### config.mk
export PLATFORM = sky130hd
export DESIGN_NAME = muldiv_top
export DESIGN_NICKNAME = d
export VERILOG_FILES = /design/src/design/mdu_data_pkg.sv /design/src/design/mdu_op_pkg.sv /design/src/design/radix2_divider.sv /design/src/design/muldiv_unit.sv /design/src/design/hilo_regs.sv /design/src/design/muldiv_top.sv
export SDC_FILE = /design/constraint.sdc
export NUM_CORES = 2
export LEC_CHECK = 0
export ABC_AREA = 1
export CORE_UTILIZATION = 35
export DETAILED_ROUTE_END_ITERATION = 7
export DONT_BUFFER_PORTS = 1
export GPL_TIMING_DRIVEN = 0
export PLACE_DENSITY_LB_ADDON = 0.05
export SETUP_SLACK_MARGIN = 0.15
export SYNTH_ARGS = -nofsm -noshare
export SYNTH_HDL_FRONTEND = slang
export SYNTH_HIERARCHICAL = 1
export SYNTH_SLANG_ARGS = --single-unit
### constraint.sdc
create_clock -name clk -period 20.5 [get_ports clk]
set_clock_uncertainty 0.1 [all_clocks]
set_input_delay 1.025 -clock clk [delete_from_list [all_inputs] [get_ports clk]]
set_output_delay 1.025 -clock clk [all_outputs]
set_load 0.005 [all_outputs]
### src/design/mdu_data_pkg.sv
`default_nettype none

// Widths and word types of the multiply/divide data path
package mdu_data_pkg;

    localparam int word_bits = 32;
    localparam int dword_bits = 2 * word_bits;

    // One operand or one of the HI/LO registers
    typedef logic [word_bits-1:0] word_t;

    // Full product or HI/LO pair with HI in the upper half
    typedef logic [dword_bits-1:0] dword_t;

endpackage

`default_nettype wire

### src/design/mdu_op_pkg.sv
`default_nettype none

// Operation codes and the request/response bundles seen by the pipeline
package mdu_op_pkg;

    typedef enum logic [2:0] {
        op_none = 3'd0,
        op_mul  = 3'd1,  // Low word of the product to the result port
        op_mult = 3'd2,
        op_madd = 3'd3,
        op_msub = 3'd4,
        op_div  = 3'd5,  // Remainder to HI, quotient to LO
        op_mthi = 3'd6,
        op_mtlo = 3'd7
    } mdu_op_e;

    typedef struct packed {
        mdu_op_e             op;
        logic                is_unsigned;
        mdu_data_pkg::word_t operand_a;
        mdu_data_pkg::word_t operand_b;
    } mdu_req_t;

    typedef struct packed {
        logic                done;
        mdu_data_pkg::word_t result;
    } mdu_resp_t;

endpackage

`default_nettype wire

### src/design/radix2_divider.sv
`timescale 1ns/1ps
`default_nettype none

// Restoring shift-subtract divider for unsigned magnitudes.
// One quotient bit is produced per clock, MSB first.
module radix2_divider #(
    parameter int width = 32
) (
    input  logic             clk,
    input  logic             reset,
    input  logic             flush,
    input  logic             start,
    input  logic [width-1:0] dividend,
    input  logic [width-1:0] divisor,
    output logic [width-1:0] quotient,
    output logic [width-1:0] remainder,
    output logic             done
);

    localparam int cnt_bits = $clog2(width + 1);

    logic                busy;
    logic [cnt_bits-1:0] count;
    logic [width-1:0]    rem_q;
    logic [width-1:0]    quo_q;    // Dividend bits shift out as quotient bits shift in
    logic [width-1:0]    div_q;
    logic [width:0]      partial;
    logic [width:0]      diff;
    logic                fits;
    logic                last_step;

    // Partial remainder with the next dividend bit brought down
    assign partial = {rem_q, quo_q[width-1]};
    assign diff = partial - {1'b0, div_q};
    assign fits = (partial >= {1'b0, div_q});  // Always true for a zero divisor
    assign last_step = (count == cnt_bits'(width - 1));

    always_ff @(posedge clk) begin
        if (reset || flush) begin
            busy <= 1'b0;
            done <= 1'b0;
            count <= '0;
        end else begin
            done <= 1'b0;
            if (start) begin
                busy <= 1'b1;
                count <= '0;
            end else if (busy) begin
                count <= count + cnt_bits'(1);
                if (last_step) begin
                    busy <= 1'b0;
                    done <= 1'b1;  // Quotient and remainder settle at this same edge
                end
            end
        end
    end

    // With a zero divisor every step subtracts nothing, so the quotient
    // fills with ones and the dividend ends up in the remainder
    always_ff @(posedge clk) begin
        if (start) begin
            rem_q <= '0;
            quo_q <= dividend;
            div_q <= divisor;
        end else if (busy) begin
            if (fits) begin
                rem_q <= diff[width-1:0];
            end else begin
                rem_q <= partial[width-1:0];
            end
            quo_q <= {quo_q[width-2:0], fits};
        end
    end

    assign quotient = quo_q;
    assign remainder = rem_q;

    // The sequencing unit must not fire a second division over a running one
    assert property (@(posedge clk) disable iff (reset) start |-> !busy)
        else $error("Divider start while a division is still running");

endmodule

`default_nettype wire

### src/design/muldiv_unit.sv
`timescale 1ns/1ps
`default_nettype none

// Sequencing and sign handling for the multiply/divide unit.
// The multiplier works on magnitudes and the sign is put back afterwards.
module muldiv_unit (
    input  logic                    clk,
    input  logic                    reset,
    input  logic                    flush,
    input  mdu_op_pkg::mdu_req_t    req,
    input  mdu_data_pkg::dword_t    hilo,
    output mdu_op_pkg::mdu_resp_t   resp,
    output logic                    hilo_we,
    output logic [1:0]              hilo_sel,
    output mdu_data_pkg::dword_t    hilo_wdata,
    output logic                    div_start,
    output mdu_data_pkg::word_t     div_dividend,
    output mdu_data_pkg::word_t     div_divisor,
    input  mdu_data_pkg::word_t     div_quotient,
    input  mdu_data_pkg::word_t     div_remainder,
    input  logic                    div_done
);

    localparam int msb = mdu_data_pkg::word_bits - 1;

    logic                 a_neg;
    logic                 b_neg;
    logic                 prod_neg;
    mdu_data_pkg::word_t  abs_a;
    mdu_data_pkg::word_t  abs_b;
    mdu_data_pkg::dword_t prod_q;
    mdu_data_pkg::dword_t prod_signed;
    mdu_data_pkg::word_t  quo_signed;
    mdu_data_pkg::word_t  rem_signed;
    logic [1:0]           stage;
    logic                 div_started;
    logic                 is_mul_family;
    logic                 is_move;

    assign a_neg = !req.is_unsigned && req.operand_a[msb];
    assign b_neg = !req.is_unsigned && req.operand_b[msb];
    assign abs_a = a_neg ? -req.operand_a : req.operand_a;
    assign abs_b = b_neg ? -req.operand_b : req.operand_b;
    assign prod_neg = a_neg ^ b_neg;

    assign is_mul_family = (req.op == mdu_op_pkg::op_mul) || (req.op == mdu_op_pkg::op_mult) ||
                           (req.op == mdu_op_pkg::op_madd) || (req.op == mdu_op_pkg::op_msub);
    assign is_move = (req.op == mdu_op_pkg::op_mthi) || (req.op == mdu_op_pkg::op_mtlo);

    // Operands are held by the pipeline, so the magnitude product can be taken every cycle
    always_ff @(posedge clk) begin
        prod_q <= mdu_data_pkg::dword_t'(abs_a) * mdu_data_pkg::dword_t'(abs_b);
    end

    assign prod_signed = prod_neg ? -prod_q : prod_q;

    // 10 marks the cycle the product is ready; 01 is a guard cycle
    // that stops a held op from starting again straight away
    always_ff @(posedge clk) begin
        if (reset || flush) begin
            stage <= 2'b00;
        end else if (stage != 2'b00) begin
            stage <= stage >> 1;
        end else if (is_mul_family) begin
            stage <= 2'b10;
        end
    end

    // One divider start per DIV, rearmed once the pipeline goes idle
    always_ff @(posedge clk) begin
        if (reset || flush) begin
            div_started <= 1'b0;
        end else if (div_start) begin
            div_started <= 1'b1;
        end else if (req.op == mdu_op_pkg::op_none) begin
            div_started <= 1'b0;
        end
    end

    assign div_start = (req.op == mdu_op_pkg::op_div) && !div_started;
    assign div_dividend = abs_a;
    assign div_divisor = abs_b;

    assign quo_signed = prod_neg ? -div_quotient : div_quotient;
    assign rem_signed = a_neg ? -div_remainder : div_remainder;  // Follows the dividend

    always_comb begin
        resp.done = !flush && (stage[1] || div_done || is_move);
        resp.result = '0;
        if (req.op == mdu_op_pkg::op_mul) begin
            resp.result = prod_signed[msb:0];
        end
    end

    // Select code 0 writes both halves, 1 only HI and 2 only LO
    always_comb begin
        hilo_we = 1'b0;
        hilo_sel = 2'd0;
        hilo_wdata = prod_signed;
        case (req.op)
            mdu_op_pkg::op_mult: begin
                hilo_we = stage[1];
            end
            mdu_op_pkg::op_madd: begin
                hilo_we = stage[1];
                hilo_wdata = hilo + prod_signed;
            end
            mdu_op_pkg::op_msub: begin
                hilo_we = stage[1];
                hilo_wdata = hilo - prod_signed;
            end
            mdu_op_pkg::op_div: begin
                hilo_we = div_done;
                hilo_wdata = {rem_signed, quo_signed};
            end
            mdu_op_pkg::op_mthi: begin
                hilo_we = 1'b1;
                hilo_sel = 2'd1;
                hilo_wdata = {req.operand_a, req.operand_a};
            end
            mdu_op_pkg::op_mtlo: begin
                hilo_we = 1'b1;
                hilo_sel = 2'd2;
                hilo_wdata = {req.operand_a, req.operand_a};
            end
            default: begin
                hilo_we = 1'b0;
            end
        endcase
        if (flush) begin
            hilo_we = 1'b0;  // An aborted op never reaches HI/LO
        end
    end

    // Sign fix-up and the MADD/MSUB sum read the live request in the done cycle
    assert property (@(posedge clk) disable iff (reset)
        (req.op != mdu_op_pkg::op_none && !resp.done && !flush) |=> $stable(req))
        else $error("Request changed while an operation was in progress");

endmodule

`default_nettype wire

### src/design/hilo_regs.sv
`timescale 1ns/1ps
`default_nettype none

// HI/LO register pair beside the arithmetic unit
module hilo_regs (
    input  logic                 clk,
    input  logic                 reset,
    input  logic                 we,
    input  logic [1:0]           sel,
    input  mdu_data_pkg::dword_t wdata,
    output mdu_data_pkg::dword_t hilo
);

    localparam int msb = mdu_data_pkg::word_bits - 1;

    mdu_data_pkg::word_t hi_q;
    mdu_data_pkg::word_t lo_q;
    logic                write_hi;
    logic                write_lo;

    // sel 0 updates both halves, 1 only HI, 2 only LO
    assign write_hi = we && ((sel == 2'd0) || (sel == 2'd1));
    assign write_lo = we && ((sel == 2'd0) || (sel == 2'd2));

    always_ff @(posedge clk) begin
        if (reset) begin
            hi_q <= '0;
        end else if (write_hi) begin
            hi_q <= wdata[2*msb+1:msb+1];
        end
    end

    always_ff @(posedge clk) begin
        if (reset) begin
            lo_q <= '0;
        end else if (write_lo) begin
            lo_q <= wdata[msb:0];
        end
    end

    assign hilo = {hi_q, lo_q};

    // Code 3 is not produced by the unit and would drop the write silently
    assert property (@(posedge clk) disable iff (reset) we |-> (sel != 2'd3))
        else $error("HI/LO write with unused select code");

endmodule

`default_nettype wire

### src/design/muldiv_top.sv
`timescale 1ns/1ps
`default_nettype none

// Multiply/divide unit with its divider and HI/LO registers
module muldiv_top (
    input  logic                  clk,
    input  logic                  reset,
    input  logic                  flush,
    input  mdu_op_pkg::mdu_req_t  req,
    output mdu_op_pkg::mdu_resp_t resp,
    output mdu_data_pkg::dword_t  hilo
);

    logic                 hilo_we;
    logic [1:0]           hilo_sel;
    mdu_data_pkg::dword_t hilo_wdata;

    logic                 div_start;
    mdu_data_pkg::word_t  div_dividend;
    mdu_data_pkg::word_t  div_divisor;
    mdu_data_pkg::word_t  div_quotient;
    mdu_data_pkg::word_t  div_remainder;
    logic                 div_done;

    muldiv_unit u_unit (
        .clk           (clk),
        .reset         (reset),
        .flush         (flush),
        .req           (req),
        .hilo          (hilo),
        .resp          (resp),
        .hilo_we       (hilo_we),
        .hilo_sel      (hilo_sel),
        .hilo_wdata    (hilo_wdata),
        .div_start     (div_start),
        .div_dividend  (div_dividend),
        .div_divisor   (div_divisor),
        .div_quotient  (div_quotient),
        .div_remainder (div_remainder),
        .div_done      (div_done)
    );

    radix2_divider #(
        .width (mdu_data_pkg::word_bits)
    ) u_divider (
        .clk       (clk),
        .reset     (reset),
        .flush     (flush),
        .start     (div_start),
        .dividend  (div_dividend),
        .divisor   (div_divisor),
        .quotient  (div_quotient),
        .remainder (div_remainder),
        .done      (div_done)
    );

    // HI/LO goes back to the unit for MADD/MSUB and out to the pipeline
    hilo_regs u_hilo (
        .clk   (clk),
        .reset (reset),
        .we    (hilo_we),
        .sel   (hilo_sel),
        .wdata (hilo_wdata),
        .hilo  (hilo)
    );

endmodule

`default_nettype wire

; ---- After elaboration in Yosys (flattened, before gate mapping)
; Index checks and enable logic that the tools add are counted.
[classes]
addsub = 9
n_lt_le_gt_ge = 1
mul = 1
bitwise_logic = 2
reduce_logical = 29
n_mux = 21
eq_ne = 10
[ops]
columns = op, count
row1 = 32-bit two-way mux, 8
row2 = 64-bit case mux with 4 select lines, 1
row3 = 32-bit negator, 4
row4 = 64-bit adder, 1
row5 = 32-bit by 32-bit multiplier with 64-bit output, 1
row6 = 64-bit two-way mux, 1
row7 = 64-bit negator, 1
row8 = 64-bit subtractor, 1
row9 = 33-bit by 32-bit >= comparator with 1-bit output, 1
row10 = 32-bit subtractor, 1
row11 = 3-bit == test (second input constant), 4
row12 = 1-bit logical OR, 9
row13 = 1-bit two-way mux, 9
row14 = 2-bit nonzero test, 4
row15 = 6-bit by 1-bit adder with 6-bit output (second input constant), 1
row16 = 3-bit by 2-bit == test with 1-bit output (second input constant), 2
row17 = 6-bit by 5-bit == test with 1-bit output (second input constant), 1
row18 = 1-bit logical AND, 6
row19 = 2-bit OR reduction, 3
row20 = 3-bit OR reduction, 2
row21 = 2-bit case mux with 2 select lines, 1
row22 = 3-bit by 1-bit == test with 1-bit output (second input constant), 1
row23 = 1-bit logical NOT, 3
row24 = 3-bit logical NOT, 1
row25 = other kinds (6), 6
[totals]
output_inout_bits = 97
input_bits = 71
register_bits = 235
word_cells = 85

; ---- Depth between registers and ports, before layout
[depth]
ltp_word = 6
ltp_mapped = 44
mapped_depth_nobuf = 42

; ---- Cells and area by module
; The synthesis kept the hierarchy.
[modules_own_cells]
columns = module, cells_per_inst, area_each_um2, seq_area_each_um2, instances
row1 = muldiv_unit, 6793, 47505.6, 1341.3, 1
row2 = radix2_divider, 974, 6757.7, 2722.6, 1
row3 = hilo_regs, 415, 2829.0, 1281.2, 1

; ---- Least setup slack after synthesis
; No wires, ideal clock.
[synth_timing]
kind = input to register
from = in req[0] in the netlist's numbering
to = reg u_unit.prod_q[58]
slack_ns = 11.090
arrival_time_ns = 9.183
path_buffers = 2
required_ns = 20.273
setup_ns = 0.127
stages = 39
path_cell_list = inv_1 -> clkbuf_1 -> ha_1 -> inv_1 -> nor3_1 -> nand4_1 -> nor3_1 -> inv_1 -> nor2_1 -> inv_1 -> nor2_1 -> inv_1 -> o31ai_1 -> xor2_1 -> buf_2 -> nor2_1 -> fa_1 -> inv_1 -> (+3 left out) -> fa_1 -> fa_1 -> fa_1 -> fa_1 -> inv_1 -> fa_1 -> inv_1 -> ha_1 -> a21oi_1 -> inv_1 -> a31oi_1 -> o21ai_0 -> a31oi_1 -> nand3_1 -> a21o_1 -> a21oi_1 -> o21ai_0 -> xor2_1
[synth_via]
elab_chain_cells = 3
[synth_rtl]
columns = item, line
row1 = start: declaration, muldiv_top.sv:9  ; input mdu_op_pkg::mdu_req_t req,
row2 = 32-bit negator, muldiv_unit.sv:43  ; assign abs_b = b_neg ? -req.operand_b : req.operand_b;
row3 = 32-bit two-way mux *, muldiv_unit.sv:43
row4 = 32-bit by 32-bit multiplier with 64-bit output *, muldiv_unit.sv:52  ; prod_q <= mdu_data_pkg::dword_t'(abs_a) * mdu_data_pkg::dword_t'(abs_b);
row5 = end signal: assignment, muldiv_unit.sv:52
row6 = end: declaration, muldiv_unit.sv:31  ; mdu_data_pkg::dword_t prod_q;
; Mark *: on every way between the ends. The rest lies on a longest branch, timed or not.
; A chain may end at the register's enable or synchronous reset.

; ---- Final worst setup path
[layout_timing]
from = in req[32] in the netlist's numbering
to = reg u_unit.prod_q[58]
[layout_via]
elab_chain_cells = 3
[layout_rtl]
columns = item, line
row1 = 32-bit negator, muldiv_unit.sv:42  ; assign abs_a = a_neg ? -req.operand_a : req.operand_a;
row2 = 32-bit two-way mux, muldiv_unit.sv:42
row3 = net div_dividend[24], muldiv_top.sv:19  ; mdu_data_pkg::word_t div_dividend;
row4 = 32-bit by 32-bit multiplier with 64-bit output, muldiv_unit.sv:52
; The timed path passes the listed nets, and every way through them passes these cells.

==> metrics.csv <==
metric;value;unit
outcome;complete, but fails checks;
violations;max-capacitance violations, max-slew violations;
clock_path_buffers;3;
die_w;405.9;um
slowest_delay;1.18;ns
ant_nets;0;
whs;0.2947;ns
hold_path.class;flop to flop;
setup_viol;0;
routedWlPerCell;29.17;um
final_nets;9570;
crit_type;primary input to flop;
synthArstFlopShare;0;%
tns;0;ns
drc_errors;0;
final_cell_mix;nand2_1, inv_1, nor2_1;
initial_core_util;35.39;%
max_freq;75.36;MHz
place_hpwl;264800;um
crit_top_cell;fa_1;
synth_edf_count;64;
dr_total_vias;55400;
clock-sinks;235;
drive_gt1_share;4.115;%
utilization;38.05;%
avgSynthCellArea;6.978;sq um
syn_area;57090;sq um
crit_path_end_kind;flop;
gp_congestion;1.016;
grt.overflow.total;0;
worst_pin_slew;1.563;ns
syn_nets;9515;
grt_use_total;36.94;%
ys_types;68;
ys_ff_latch;235;
grt_pass1_vias;56090;
cts_buffers;34;
cp_num_buf_inv;11;
synthCells;8182;
critical_path.max_fanout;10;
finalMaxSlewViolations;12;
core_area;161300;sq um
cts_tree;done;
grt_first_pass_wirelength;424000;um
yosys_warnings;6;
fin_crit;13.27;ns
dr.pass1.iters;6;
arrival;13.62;ns
ios;168;
final_common_cell;nand2_1;
die_area;164700;sq um
cts_resized;0;
clk_latency;0.61;ns
cap_violations;2;
fin_cells;10430;
post_cts_buffers;0;
seq_area_frac_synth;9.362;%
port_buffers;0;
drtIter0Drc;4656;
critical_path.top_delay_family;adder cells;
finalHoldViolations;0;
critPathRequiredTime;20.85;ns
grt_max_degree;34;
die-height;405.9;um
vias_per_cell;5.310;
start_kind;primary input;
htreeDepth;2;
wirelength;304300;um
synth_ff_type;dfxtp_1;
clock-root-buffer;clkbuf_16;
rsz0062_at_grt;false;
cpMaxStageDelayCell;buf_1;
postCtsHoldBufs;0;
antenna_found_initial;24;
final.period_utilization;64.73;%
rows;147;
area_delta_synth_final;7.491;%
placed_cells;10360;
maxSlewHeadroom;-4.188;%
path_clk_slew;0.06;ns
==> worst paths after layout <==
check	start	endpoint	slack, ns	cells past startpoint
worst max-delay path	req[32]	u_unit/prod_q[58]	7.23	37
worst min-delay path	u_unit/stage[0]	u_unit/stage[1]	0.29	1
worst max register to register	u_unit/prod_q[0]	u_hilo/hi_q[23]	13.09	32
worst min register to register	u_unit/stage[0]	u_unit/stage[1]	0.29	1
==> synthesized netlist by cell type, drive strengths merged (3+ instances only) <==
cell type / number / area, sq um
nand2: 1860 / 7142
inv: 1747 / 6558
nor2: 1243 / 4795
fa: 898 / 17980
nand3: 376 / 1937
ha: 364 / 4554
a21oi: 279 / 1396
o21ai: 248 / 1267
clkbuf: 174 / 653.1
dfxtp: 171 / 3423
xor2: 127 / 1112
buf: 95 / 630.6
nand4: 85 / 553.0
nor3: 72 / 406.7
edfxtp: 64 / 1922
xnor2: 57 / 499.2
nand3b: 49 / 371.6
a31oi: 48 / 300.3
or2: 47 / 294.0
nor4: 25 / 156.4
o2111ai: 20 / 175.2
clkinv: 15 / 57.55
o21bai: 15 / 112.6
a21o: 14 / 105.1
o21a: 13 / 97.59
o211ai: 12 / 90.09
a21boi: 10 / 75.07
o31ai: 8 / 65.06
a32oi: 6 / 52.55
and2: 6 / 37.54
a22oi: 5 / 37.54
and3: 4 / 25.02
o221ai: 3 / 26.28
or3: 3 / 18.77
==> worst reg2reg max path, delay by kind of cell, from the launching register on <==
family | cells | cell delay [ns]
compound gates | 3 | 1.66
xor+xnor | 1 | 0.17
fa+ha+maj | 2 | 0.83
buf+inv | 3 | 0.60
flops | 1 | 0.43
simple gates | 23 | 3.51
==> metrics by stage <==
step / cell area [sq um] / worst slack (ns)
3_5_place_dp: 60160 / 6.904
6_report: 61370 / 7.231
2_1_floorplan: 57090 / 11.09
3_3_place_gp: 59790 / 6.407
4_1_cts: 61320 / 7.505
5_1_grt: 61340 / 7.132
==> state kept, by name, indices dropped and copies added, names as in the netlist <==
| signal | cells |
|---|---|
| u_divider/busy | 1 |
| u_divider/count | 6 |
| u_divider/div_q | 32 |
| u_divider/done | 1 |
| u_divider/quotient | 32 |
| u_divider/remainder | 32 |
| u_hilo/hi_q | 32 |
| u_hilo/lo_q | 32 |
| u_unit/div_started | 1 |
| u_unit/prod_q | 64 |
| u_unit/stage | 2 |
==> kinds of logic (layout without fill, tap and decap cells) <==
group                      after synthesis  after routing  synth area share, %
other                                    0             10                    0
buffers and inverters                 2031           2112                13.84
xor gates and xnor gates               184            184                2.823
DFF                                    235            235                9.362
adders and majority gates             1262           1262                39.47
AOI/OAI and AO/OA                      697            697                6.912
and+or+nand+nor                       3773           3773                27.60
==> area by class of cell <==
type	instances	area, sq um
Antenna cell	10	25.02
Buffer	269	1291
Clock buffer	44	973.4
Clock inverter	18	182.7
Fill cell	17860	99930
Inverter	1762	6615
Multi-Input combinational cell	5916	43960
Sequential cell	235	5345
Tap cell	2160	2703
Timing Repair Buffer	19	272.8
==> routing by layer <==
metal	global-route usage, %	up-vias	wire length [um]
met5	0	-	48
li1	-	24850	-
met3	7.239	586	22290
met1	45.89	27720	123400
met2	60.53	2242	139500
met4	19.30	6	19020
Power is not shown: default switching activity piles up to over one toggle a cycle in this logic, so the estimate is an artifact.
